## src/hw/mci_pkg.sv

```systemverilog
package mci_pkg;

  //////////////////////////////
  // Boot sequencer state
  //////////////////////////////

  typedef enum logic [3:0] {
    BOOT_IDLE             = 4'h0,
    BOOT_OTP_FC           = 4'h1,
    BOOT_LCC              = 4'h2,
    BOOT_BREAKPOINT_CHECK = 4'h3,
    BOOT_BREAKPOINT       = 4'h4,
    BOOT_MCU              = 4'h5,
    BOOT_WAIT_CPTRA_GO    = 4'h6,
    BOOT_CPTRA            = 4'h7,
    BOOT_WAIT_MCU_RST_REQ = 4'h8,
    BOOT_HALT_MCU         = 4'h9,
    BOOT_WAIT_MCU_HALTED  = 4'hA,
    BOOT_RST_MCU          = 4'hB,
    // Landing state for any illegal encoding
    BOOT_UNKNOWN          = 4'hF
  } mci_boot_fsm_state_e;

  //////////////////////////////
  // Signal groups
  //////////////////////////////

  // Inputs after the two-flop synchronizers
  typedef struct packed {
    logic fc_opt_done;
    logic lc_done;
    logic brkpoint;
    logic no_rom_config;
  } mci_boot_sync_t;

  // Reset, init and halt controls, all active levels
  typedef struct packed {
    logic mcu_rst_b;
    logic cptra_rst_b;
    logic fc_opt_init;
    logic lc_init;
    logic mcu_cpu_halt_req;
  } mci_boot_ctrl_t;

  // Firmware update status
  typedef struct packed {
    logic fw_boot_upd_reset;
    logic fw_hitless_upd_reset;
    logic mcu_reset_once;
  } mci_boot_upd_t;

endpackage
```

## src/hw/mci_boot_seqr.sv

```systemverilog
`timescale 1ns/1ps

module mci_boot_seqr #(
  // Minimum MCU reset time is 2**MIN_MCU_RST_COUNTER_WIDTH cycles
  parameter int MIN_MCU_RST_COUNTER_WIDTH = 4
) (
  input  logic                         clk,
  input  logic                         mci_rst_b,
  // Asynchronous SoC, LCC and FC levels
  input  logic                         fc_opt_done_i,
  input  logic                         lc_done_i,
  input  logic                         mci_boot_seq_brkpoint_i,
  input  logic                         mcu_no_rom_config_i,
  // Synchronous controls
  input  logic                         caliptra_boot_go_i,
  input  logic                         mci_bootfsm_go_i,
  input  logic                         mcu_rst_req_i,
  input  logic                         mcu_cpu_halt_ack_i,
  input  logic                         mcu_cpu_halt_status_i,
  input  logic                         mcu_sram_fw_exec_region_lock_i,
  output logic                         mcu_rst_b_o,
  output logic                         cptra_rst_b_o,
  output logic                         fc_opt_init_o,
  output logic                         lc_init_o,
  output logic                         mcu_cpu_halt_req_o,
  output logic                         fw_boot_upd_reset_o,
  output logic                         fw_hitless_upd_reset_o,
  output logic                         mcu_reset_once_o,
  output mci_pkg::mci_boot_fsm_state_e boot_fsm_o
);

  mci_pkg::mci_boot_sync_t      sync;
  mci_pkg::mci_boot_fsm_state_e state;
  mci_pkg::mci_boot_fsm_state_e state_nxt;
  mci_pkg::mci_boot_ctrl_t      ctrl;
  mci_pkg::mci_boot_upd_t       upd;
  logic                         rst_time_elapsed;

  mci_sync_bank u_sync_bank (
    .clk             (clk),
    .mci_rst_b       (mci_rst_b),
    .fc_opt_done_i   (fc_opt_done_i),
    .lc_done_i       (lc_done_i),
    .brkpoint_i      (mci_boot_seq_brkpoint_i),
    .no_rom_config_i (mcu_no_rom_config_i),
    .sync_o          (sync)
  );

  mci_boot_fsm u_boot_fsm (
    .clk                            (clk),
    .mci_rst_b                      (mci_rst_b),
    .sync_i                         (sync),
    .caliptra_boot_go_i             (caliptra_boot_go_i),
    .mci_bootfsm_go_i               (mci_bootfsm_go_i),
    .mcu_rst_req_i                  (mcu_rst_req_i),
    .mcu_cpu_halt_ack_i             (mcu_cpu_halt_ack_i),
    .mcu_cpu_halt_status_i          (mcu_cpu_halt_status_i),
    .mcu_sram_fw_exec_region_lock_i (mcu_sram_fw_exec_region_lock_i),
    .rst_time_elapsed_i             (rst_time_elapsed),
    .state_o                        (state),
    .state_nxt_o                    (state_nxt)
  );

  mci_rst_timer #(
    .MIN_MCU_RST_COUNTER_WIDTH (MIN_MCU_RST_COUNTER_WIDTH)
  ) u_rst_timer (
    .clk         (clk),
    .mci_rst_b   (mci_rst_b),
    .state_i     (state),
    .state_nxt_i (state_nxt),
    .elapsed_o   (rst_time_elapsed)
  );

  mci_reset_ctrl u_reset_ctrl (
    .clk                   (clk),
    .mci_rst_b             (mci_rst_b),
    .state_i               (state),
    .state_nxt_i           (state_nxt),
    .mcu_cpu_halt_status_i (mcu_cpu_halt_status_i),
    .ctrl_o                (ctrl),
    .upd_o                 (upd)
  );

  //////////////////////////////
  // Port unpacking
  //////////////////////////////

  assign mcu_rst_b_o            = ctrl.mcu_rst_b;
  assign cptra_rst_b_o          = ctrl.cptra_rst_b;
  assign fc_opt_init_o          = ctrl.fc_opt_init;
  assign lc_init_o              = ctrl.lc_init;
  assign mcu_cpu_halt_req_o     = ctrl.mcu_cpu_halt_req;
  assign fw_boot_upd_reset_o    = upd.fw_boot_upd_reset;
  assign fw_hitless_upd_reset_o = upd.fw_hitless_upd_reset;
  assign mcu_reset_once_o       = upd.mcu_reset_once;
  assign boot_fsm_o             = state;

endmodule

```

## src/hw/mci_reset_ctrl.sv

```systemverilog
`timescale 1ns/1ps

module mci_reset_ctrl (
  input  logic                         clk,
  input  logic                         mci_rst_b,
  input  mci_pkg::mci_boot_fsm_state_e state_i,
  input  mci_pkg::mci_boot_fsm_state_e state_nxt_i,
  input  logic                         mcu_cpu_halt_status_i,
  output mci_pkg::mci_boot_ctrl_t      ctrl_o,
  output mci_pkg::mci_boot_upd_t       upd_o
);

  mci_pkg::mci_boot_ctrl_t ctrl_q;
  mci_pkg::mci_boot_ctrl_t ctrl_nxt;
  mci_pkg::mci_boot_upd_t  upd_q;
  mci_pkg::mci_boot_upd_t  upd_nxt;
  logic                    upd_rst_start;

  // MCU is halted and the FSM commits to the update reset
  assign upd_rst_start = (state_i == mci_pkg::BOOT_WAIT_MCU_HALTED) &&
                         (state_nxt_i == mci_pkg::BOOT_RST_MCU) &&
                         mcu_cpu_halt_status_i;

  //////////////////////////////
  // Control decode
  //////////////////////////////

  always_comb begin
    ctrl_nxt = ctrl_q;
    // Init levels are set once and never drop
    ctrl_nxt.fc_opt_init = ctrl_q.fc_opt_init | (state_i == mci_pkg::BOOT_OTP_FC);
    ctrl_nxt.lc_init     = ctrl_q.lc_init | (state_i == mci_pkg::BOOT_LCC);
    if (state_i == mci_pkg::BOOT_MCU) begin
      ctrl_nxt.mcu_rst_b = 1'b1;
    end else if (state_i == mci_pkg::BOOT_RST_MCU) begin
      ctrl_nxt.mcu_rst_b = 1'b0;
    end
    ctrl_nxt.cptra_rst_b = ctrl_q.cptra_rst_b | (state_i == mci_pkg::BOOT_CPTRA);
    // Halt request is a plain level, re-evaluated every cycle
    ctrl_nxt.mcu_cpu_halt_req = (state_i == mci_pkg::BOOT_HALT_MCU);
  end

  //////////////////////////////
  // Update history
  //////////////////////////////

  always_comb begin
    upd_nxt = upd_q;
    if (upd_rst_start) begin
      // First reset is the boot update, the rest are hitless
      upd_nxt.fw_boot_upd_reset    = !upd_q.mcu_reset_once;
      upd_nxt.fw_hitless_upd_reset = upd_q.mcu_reset_once;
    end
    if (state_i == mci_pkg::BOOT_RST_MCU) begin
      upd_nxt.mcu_reset_once = 1'b1;
    end
  end

  always_ff @(posedge clk or negedge mci_rst_b) begin
    if (!mci_rst_b) begin
      ctrl_q <= '0;
      upd_q  <= '0;
    end else begin
      ctrl_q <= ctrl_nxt;
      upd_q  <= upd_nxt;
    end
  end

  assign ctrl_o = ctrl_q;
  assign upd_o  = upd_q;

endmodule

```

## src/hw/mci_boot_fsm.sv

```systemverilog
`timescale 1ns/1ps

module mci_boot_fsm (
  input  logic                         clk,
  input  logic                         mci_rst_b,
  input  mci_pkg::mci_boot_sync_t      sync_i,
  input  logic                         caliptra_boot_go_i,
  input  logic                         mci_bootfsm_go_i,
  input  logic                         mcu_rst_req_i,
  input  logic                         mcu_cpu_halt_ack_i,
  input  logic                         mcu_cpu_halt_status_i,
  input  logic                         mcu_sram_fw_exec_region_lock_i,
  input  logic                         rst_time_elapsed_i,
  output mci_pkg::mci_boot_fsm_state_e state_o,
  output mci_pkg::mci_boot_fsm_state_e state_nxt_o
);

  mci_pkg::mci_boot_fsm_state_e state_q;
  mci_pkg::mci_boot_fsm_state_e state_nxt;
  mci_pkg::mci_boot_fsm_state_e state_prev_q;

  //////////////////////////////
  // Next-state logic
  //////////////////////////////

  always_comb begin
    state_nxt = state_q;
    case (state_q)
      mci_pkg::BOOT_IDLE: begin
        // Only reachable through reset, so move on right away
        state_nxt = mci_pkg::BOOT_OTP_FC;
      end

      mci_pkg::BOOT_OTP_FC: begin
        if (sync_i.fc_opt_done) begin
          state_nxt = mci_pkg::BOOT_LCC;
        end
      end

      mci_pkg::BOOT_LCC: begin
        if (sync_i.lc_done) begin
          state_nxt = mci_pkg::BOOT_BREAKPOINT_CHECK;
        end
      end

      mci_pkg::BOOT_BREAKPOINT_CHECK: begin
        // Breakpoint strap wins over the boot flow strap
        if (sync_i.brkpoint) begin
          state_nxt = mci_pkg::BOOT_BREAKPOINT;
        end else if (sync_i.no_rom_config) begin
          state_nxt = mci_pkg::BOOT_WAIT_CPTRA_GO;
        end else begin
          state_nxt = mci_pkg::BOOT_MCU;
        end
      end

      mci_pkg::BOOT_BREAKPOINT: begin
        // Parked here until the debugger lets the sequence go
        if (mci_bootfsm_go_i) begin
          if (sync_i.no_rom_config) begin
            state_nxt = mci_pkg::BOOT_WAIT_CPTRA_GO;
          end else begin
            state_nxt = mci_pkg::BOOT_MCU;
          end
        end
      end

      mci_pkg::BOOT_MCU: begin
        // Back from a firmware update reset, skip the Caliptra release
        if (state_prev_q == mci_pkg::BOOT_RST_MCU) begin
          state_nxt = mci_pkg::BOOT_WAIT_MCU_RST_REQ;
        end else begin
          state_nxt = mci_pkg::BOOT_WAIT_CPTRA_GO;
        end
      end

      mci_pkg::BOOT_WAIT_CPTRA_GO: begin
        if (caliptra_boot_go_i) begin
          state_nxt = mci_pkg::BOOT_CPTRA;
        end
      end

      mci_pkg::BOOT_CPTRA: begin
        state_nxt = mci_pkg::BOOT_WAIT_MCU_RST_REQ;
      end

      //////////////////////////////
      // Firmware update loop
      //////////////////////////////

      mci_pkg::BOOT_WAIT_MCU_RST_REQ: begin
        if (mcu_rst_req_i) begin
          state_nxt = mci_pkg::BOOT_HALT_MCU;
        end
      end

      mci_pkg::BOOT_HALT_MCU: begin
        if (mcu_cpu_halt_ack_i) begin
          state_nxt = mci_pkg::BOOT_WAIT_MCU_HALTED;
        end
      end

      mci_pkg::BOOT_WAIT_MCU_HALTED: begin
        if (mcu_cpu_halt_status_i) begin
          state_nxt = mci_pkg::BOOT_RST_MCU;
        end
      end

      mci_pkg::BOOT_RST_MCU: begin
        // Minimum reset time served and the new image is locked in SRAM
        if (rst_time_elapsed_i && mcu_sram_fw_exec_region_lock_i) begin
          state_nxt = mci_pkg::BOOT_MCU;
        end
      end

      default: begin
        // Illegal encoding, stuck here until reset
        state_nxt = mci_pkg::BOOT_UNKNOWN;
      end
    endcase
  end

  //////////////////////////////
  // State registers
  //////////////////////////////

  always_ff @(posedge clk or negedge mci_rst_b) begin
    if (!mci_rst_b) begin
      state_q <= mci_pkg::BOOT_IDLE;
    end else begin
      state_q <= state_nxt;
    end
  end

  // Remember where the FSM came from on every change
  always_ff @(posedge clk or negedge mci_rst_b) begin
    if (!mci_rst_b) begin
      state_prev_q <= mci_pkg::BOOT_IDLE;
    end else if (state_nxt != state_q) begin
      state_prev_q <= state_q;
    end
  end

  assign state_o     = state_q;
  assign state_nxt_o = state_nxt;

endmodule

```

## src/hw/mci_rst_timer.sv

```systemverilog
`timescale 1ns/1ps

module mci_rst_timer #(
  parameter int MIN_MCU_RST_COUNTER_WIDTH = 4
) (
  input  logic                         clk,
  input  logic                         mci_rst_b,
  input  mci_pkg::mci_boot_fsm_state_e state_i,
  input  mci_pkg::mci_boot_fsm_state_e state_nxt_i,
  output logic                         elapsed_o
);

  logic [MIN_MCU_RST_COUNTER_WIDTH-1:0] count_q;
  logic [MIN_MCU_RST_COUNTER_WIDTH-1:0] count_nxt;
  logic                                 elapsed_q;
  logic                                 elapsed_nxt;
  logic                                 rst_entry;
  logic                                 in_rst;

  assign rst_entry = (state_nxt_i == mci_pkg::BOOT_RST_MCU) &&
                     (state_i != mci_pkg::BOOT_RST_MCU);
  assign in_rst    = (state_i == mci_pkg::BOOT_RST_MCU);

  always_comb begin
    count_nxt   = count_q;
    elapsed_nxt = elapsed_q;
    // Fresh start on every entry into MCU reset
    if (rst_entry) begin
      count_nxt   = '0;
      elapsed_nxt = 1'b0;
    end else if (in_rst && (count_q != '1)) begin
      count_nxt = count_q + 1'b1;
    end else if (in_rst) begin
      // Counter saturated, flag stays set until the next entry
      elapsed_nxt = 1'b1;
    end
  end

  always_ff @(posedge clk or negedge mci_rst_b) begin
    if (!mci_rst_b) begin
      count_q   <= '0;
      elapsed_q <= 1'b0;
    end else begin
      count_q   <= count_nxt;
      elapsed_q <= elapsed_nxt;
    end
  end

  assign elapsed_o = elapsed_q;

endmodule

```

## src/hw/mci_sync_bank.sv

```systemverilog
`timescale 1ns/1ps

module mci_sync_bank (
  input  logic                    clk,
  input  logic                    mci_rst_b,
  input  logic                    fc_opt_done_i,
  input  logic                    lc_done_i,
  input  logic                    brkpoint_i,
  input  logic                    no_rom_config_i,
  output mci_pkg::mci_boot_sync_t sync_o
);

  mci_pkg::mci_boot_sync_t async_in;
  mci_pkg::mci_boot_sync_t meta_q;
  mci_pkg::mci_boot_sync_t sync_q;

  // Group the raw inputs so both stages share one layout
  always_comb begin
    async_in.fc_opt_done   = fc_opt_done_i;
    async_in.lc_done       = lc_done_i;
    async_in.brkpoint      = brkpoint_i;
    async_in.no_rom_config = no_rom_config_i;
  end

  // First stage may go metastable, second stage settles it
  always_ff @(posedge clk or negedge mci_rst_b) begin
    if (!mci_rst_b) begin
      meta_q <= '0;
      sync_q <= '0;
    end else begin
      meta_q <= async_in;
      sync_q <= meta_q;
    end
  end

  assign sync_o = sync_q;

endmodule

```

## config.mk

```make
export PLATFORM = sky130hd
export DESIGN_NAME = mci_boot_seqr
export DESIGN_NICKNAME = d
export VERILOG_FILES = /design/src/hw/mci_pkg.sv /design/src/hw/mci_boot_seqr.sv /design/src/hw/mci_reset_ctrl.sv /design/src/hw/mci_boot_fsm.sv /design/src/hw/mci_rst_timer.sv /design/src/hw/mci_sync_bank.sv
export SDC_FILE = /design/constraint.sdc
export NUM_CORES = 1
export LEC_CHECK = 0
export ABC_CLOCK_PERIOD_IN_PS = 4650
export BUFFER_PORTS_ARGS = -buffer_cell sky130_fd_sc_hd__buf_2
export CORE_MARGIN = 1
export CORE_UTILIZATION = 35
export DETAILED_ROUTE_END_ITERATION = 16
export SLEW_MARGIN = 5
export SYNTH_ARGS = -nofsm -noshare
export SYNTH_HDL_FRONTEND = slang
export SYNTH_SLANG_ARGS = --single-unit
```

## constraint.sdc

```tcl
create_clock -name clk -period 4.65 [get_ports clk]
set_input_delay 0.93 -clock clk [delete_from_list [all_inputs] [get_ports clk]]
set_output_delay 0.93 -clock clk [all_outputs]
set_load 0.1 [all_outputs]
```

==> results.py <==
metrics = {
    "outcome": {
        "run_status": "completed",
    },
    "logic_synthesis": {
        "synth_top_flop_cell": "dfrtp_1",
        "ys_ff_latch": 29,
        "yosys-top-cells-area": "dfrtp_1, o21ai_0, nand2_1",
        "syn_avg_cell_area_um2": 10.6,
        "ys_async_sr_fraction": 1.00,
        "ys.warnings.count": 0,
        "yosysSeqAreaShare": 0.519,
        "synth_most_common_cell": "dfrtp_1",
        "yosys.area.top_type": "dfrtp_1",
        "synth_commonest_cells": "dfrtp_1, nand2_1, o21ai_0",
        "synth_area_mm2": 0.00140,
        "yosysUniqueCellTypes": 46,
        "synth_top_area_share": 0.519,
        "syn_inst": 132,
        "synth-edff-count": 0,
        "syn_nets": 145,
    },
    "layout": {
        "regArea_um2": 726,
        "final_cells": 204,
        "drive_gt1_frac": 0.263,
        "n_fill_cell": 376,
        "nNetsFinal": 168,
        "n_antenna_cell": 0,
        "multi_input_area_um2": 604,
        "area_growth_pct": 19.1,
    },
    "placement": {
        "place_inst": 196,
        "portBuffers": 23,
        "place_ws_ns": 2.15,
        "hpwl_um": 1920,
        "place_congestion": 0.852,
    },
    "clocking": {
        "cts_resized": 0,
        "hold_buffers": 0,
        "clock_latency_ns": 0.28,
        "clockRootBuffer": "clkbuf_8",
        "cts.reportedPaths.clkPinSlew_ns": 0.06,
        "cts_inserted_buffers": 5,
        "htree_levels": 2,
        "clk_path_buf_depth": 2,
        "cts_tree": "yes",
        "cts_sinks": 29,
        "post_cts_buffers": 0,
    },
    "floorplanning": {
        "die-area_mm2": 0.00425,
        "die_w_um": 65.2,
        "num_rows": 22,
        "die_y_um": 65.2,
        "core_area_mm2": 0.00374,
        "io_pins": 24,
        "start_util": 0.374,
    },
    "worst_setup_path": {
        "max_stage_delay_ns": 0.75,
        "crit_family": "flip-flops",
        "worstSetupEndpointType": "output pin",
        "path_buf_inv": 1,
        "crit_required_ns": 3.72,
        "critical_path_class": "register to output pin",
        "r2r_cells": 6,
        "cp_cell_sequence": "buf_2",
        "worstPathMaxFanout": 21,
        "start_kind": "register",
        "path_depth": 1,
        "cpMaxStageDelayCell": "dfrtp_1",
        "crit_arrival_ns": 1.58,
    },
    "global_route": {
        "grt_usage": 0.159,
        "grt_pass1_wl_um": 4950,
        "grt_overflow": 0,
        "grt_pass1_vias": 1067,
        "grt_start_max_net_pins": 30,
        "antenna_found_initial": 0,
    },
    "power": {
        "pwr-share-clk": 0.534,
        "comb_power_share": 0.020,
        "leakage_nw": 0.786,
        "swShare": 0.180,
        "p_int_uw": 473,
        "vdd_drop_max_mv": 0.235,
        "p_seq_frac": 0.446,
        "finalPower_uw": 577,
        "power_density_mw_per_mm2": 346,
        "switchingPower_uw": 104,
    },
    "sta": {
        "final-hold-violation-count": 0,
        "clock.fmax_ghz": 0.398,
        "setup_slack_ns": 2.14,
        "drv_slew": 0,
        "setup_tns_ns": 0,
        "timing.slew.headroom": 0.572,
        "period_needed_ns": 2.51,
        "skew_ns": 0.00515,
        "setup_violations": 0,
        "rsz0062_at_grt": "no",
        "worstMarginPinSlew_ns": 0.642,
        "fin_crit_sh": 0.540,
    },
    "flow_run": {
        "maxCapViolCount": 0,
    },
    "drt": {
        "first_pass_iters": 4,
        "wl_per_cell_um": 14.1,
        "avgViaCountPerCell": 5.35,
        "drt_iter0_drc": 80,
        "ant_nets": 0,
        "drt-total-wl_um": 2870,
        "drcViolationCount": 0,
        "vias": 1092,
    },
    "hold_path": {
        "whs_path_depth": 0,
        "min_path_type": "register to register",
    },
}
[flip-flops by register name (all words and copies together) (netlist names)]
register / count
u_rst_timer.elapsed_o: 1
u_sync_bank.sync_o: 4
u_boot_fsm.state_o: 4
u_reset_ctrl.ctrl_o: 5
u_boot_fsm.state_prev_q: 4
u_reset_ctrl.upd_o: 3
u_rst_timer.count_q: 4
u_sync_bank.meta_q: 4
[path summary, 6_finish.rpt]
check	to	slack, ns	from
worst max-delay path	boot_fsm_o[3]	2.14	u_boot_fsm.state_o[3]$_DFF_PN0_
worst min-delay path	u_sync_bank.sync_o[3]$_DFF_PN0_	0.34	u_sync_bank.meta_q[3]$_DFF_PN0_
worst max register to register	u_boot_fsm.state_prev_q[2]$_DFFE_PN0P_	2.30	u_boot_fsm.state_o[3]$_DFF_PN0_
worst min register to register	u_sync_bank.sync_o[3]$_DFF_PN0_	0.34	u_sync_bank.meta_q[3]$_DFF_PN0_
max in group asynchronous	u_sync_bank.meta_q[3]$_DFF_PN0_	3.58	mci_rst_b
min in group asynchronous	u_reset_ctrl.ctrl_o[1]$_DFF_PN0_	0.66	mci_rst_b
[per-stage QoR]
stage / hold WS, ns / utilization / cell area (um^2)
3_3_place_gp: 0.332 / 0.409 / 1530
6_report: 0.343 / 0.445 / 1670
4_1_cts: 0.346 / 0.445 / 1670
3_5_place_dp: 0.336 / 0.409 / 1530
5_1_grt: 0.347 / 0.445 / 1670
2_1_floorplan: 0.331 / - / 1400
[cells in the final DEF, fill, tap and decap left out, types with 2 or more instances in the layout]
master,instances
nor2_1,5
and3b_1,2
or2_2,2
bufinv_16,2
o31ai_1,5
a21oi_1,5
dfrtp_1,29
mux2_1,2
nand3b_1,3
clkbuf_8,5
nand2b_1,5
a21oi_2,2
nand3_1,6
buf_2,23
o21ai_0,10
inv_1,7
o21bai_1,2
nand2_1,13
[layer usage]
layer | global-route usage | wire [um] | vias to the layer above
li1 | - | - | 526
met3 | 0.0538 | 172 | 6
met4 | 0.0870 | 65 | 0
met1 | 0.204 | 1330 | 522
met2 | 0.235 | 1300 | 38
met5 | 0 | 0 | -
[power groups by stage]
stage / clock network, mW / logic (mW) / registers, mW
final: 0.308 / 0.0118 / 0.257
after floorplan: 0 / 0.00225 / 0.261
after global placement: 0 / 0.0121 / 0.262
after detailed placement: 0 / 0.0124 / 0.262
after CTS: 0.314 / 0.0124 / 0.257
after global routing: 0.326 / 0.0135 / 0.257
[cell type report]
type | instances | area share
clock buffers | 5 | 0.0413
multi-input cells | 89 | 0.363
clock inverters | 3 | 0.0391
flip-flops and latches | 29 | 0.436
repair buffers | 23 | 0.0691
inverters | 7 | 0.0158
well taps | 48 | 0.0361
[logic make-up after synthesis]
logic type / after synthesis / synth area share
compound gates: 39 / 0.209
fa+ha+maj: 1 / 0.00894
buf+inv: 14 / 0.0492
flops: 29 / 0.519
mux: 2 / 0.0161
simple gates: 47 / 0.198
No activity file was read; power rests on OpenSTA's default activity.
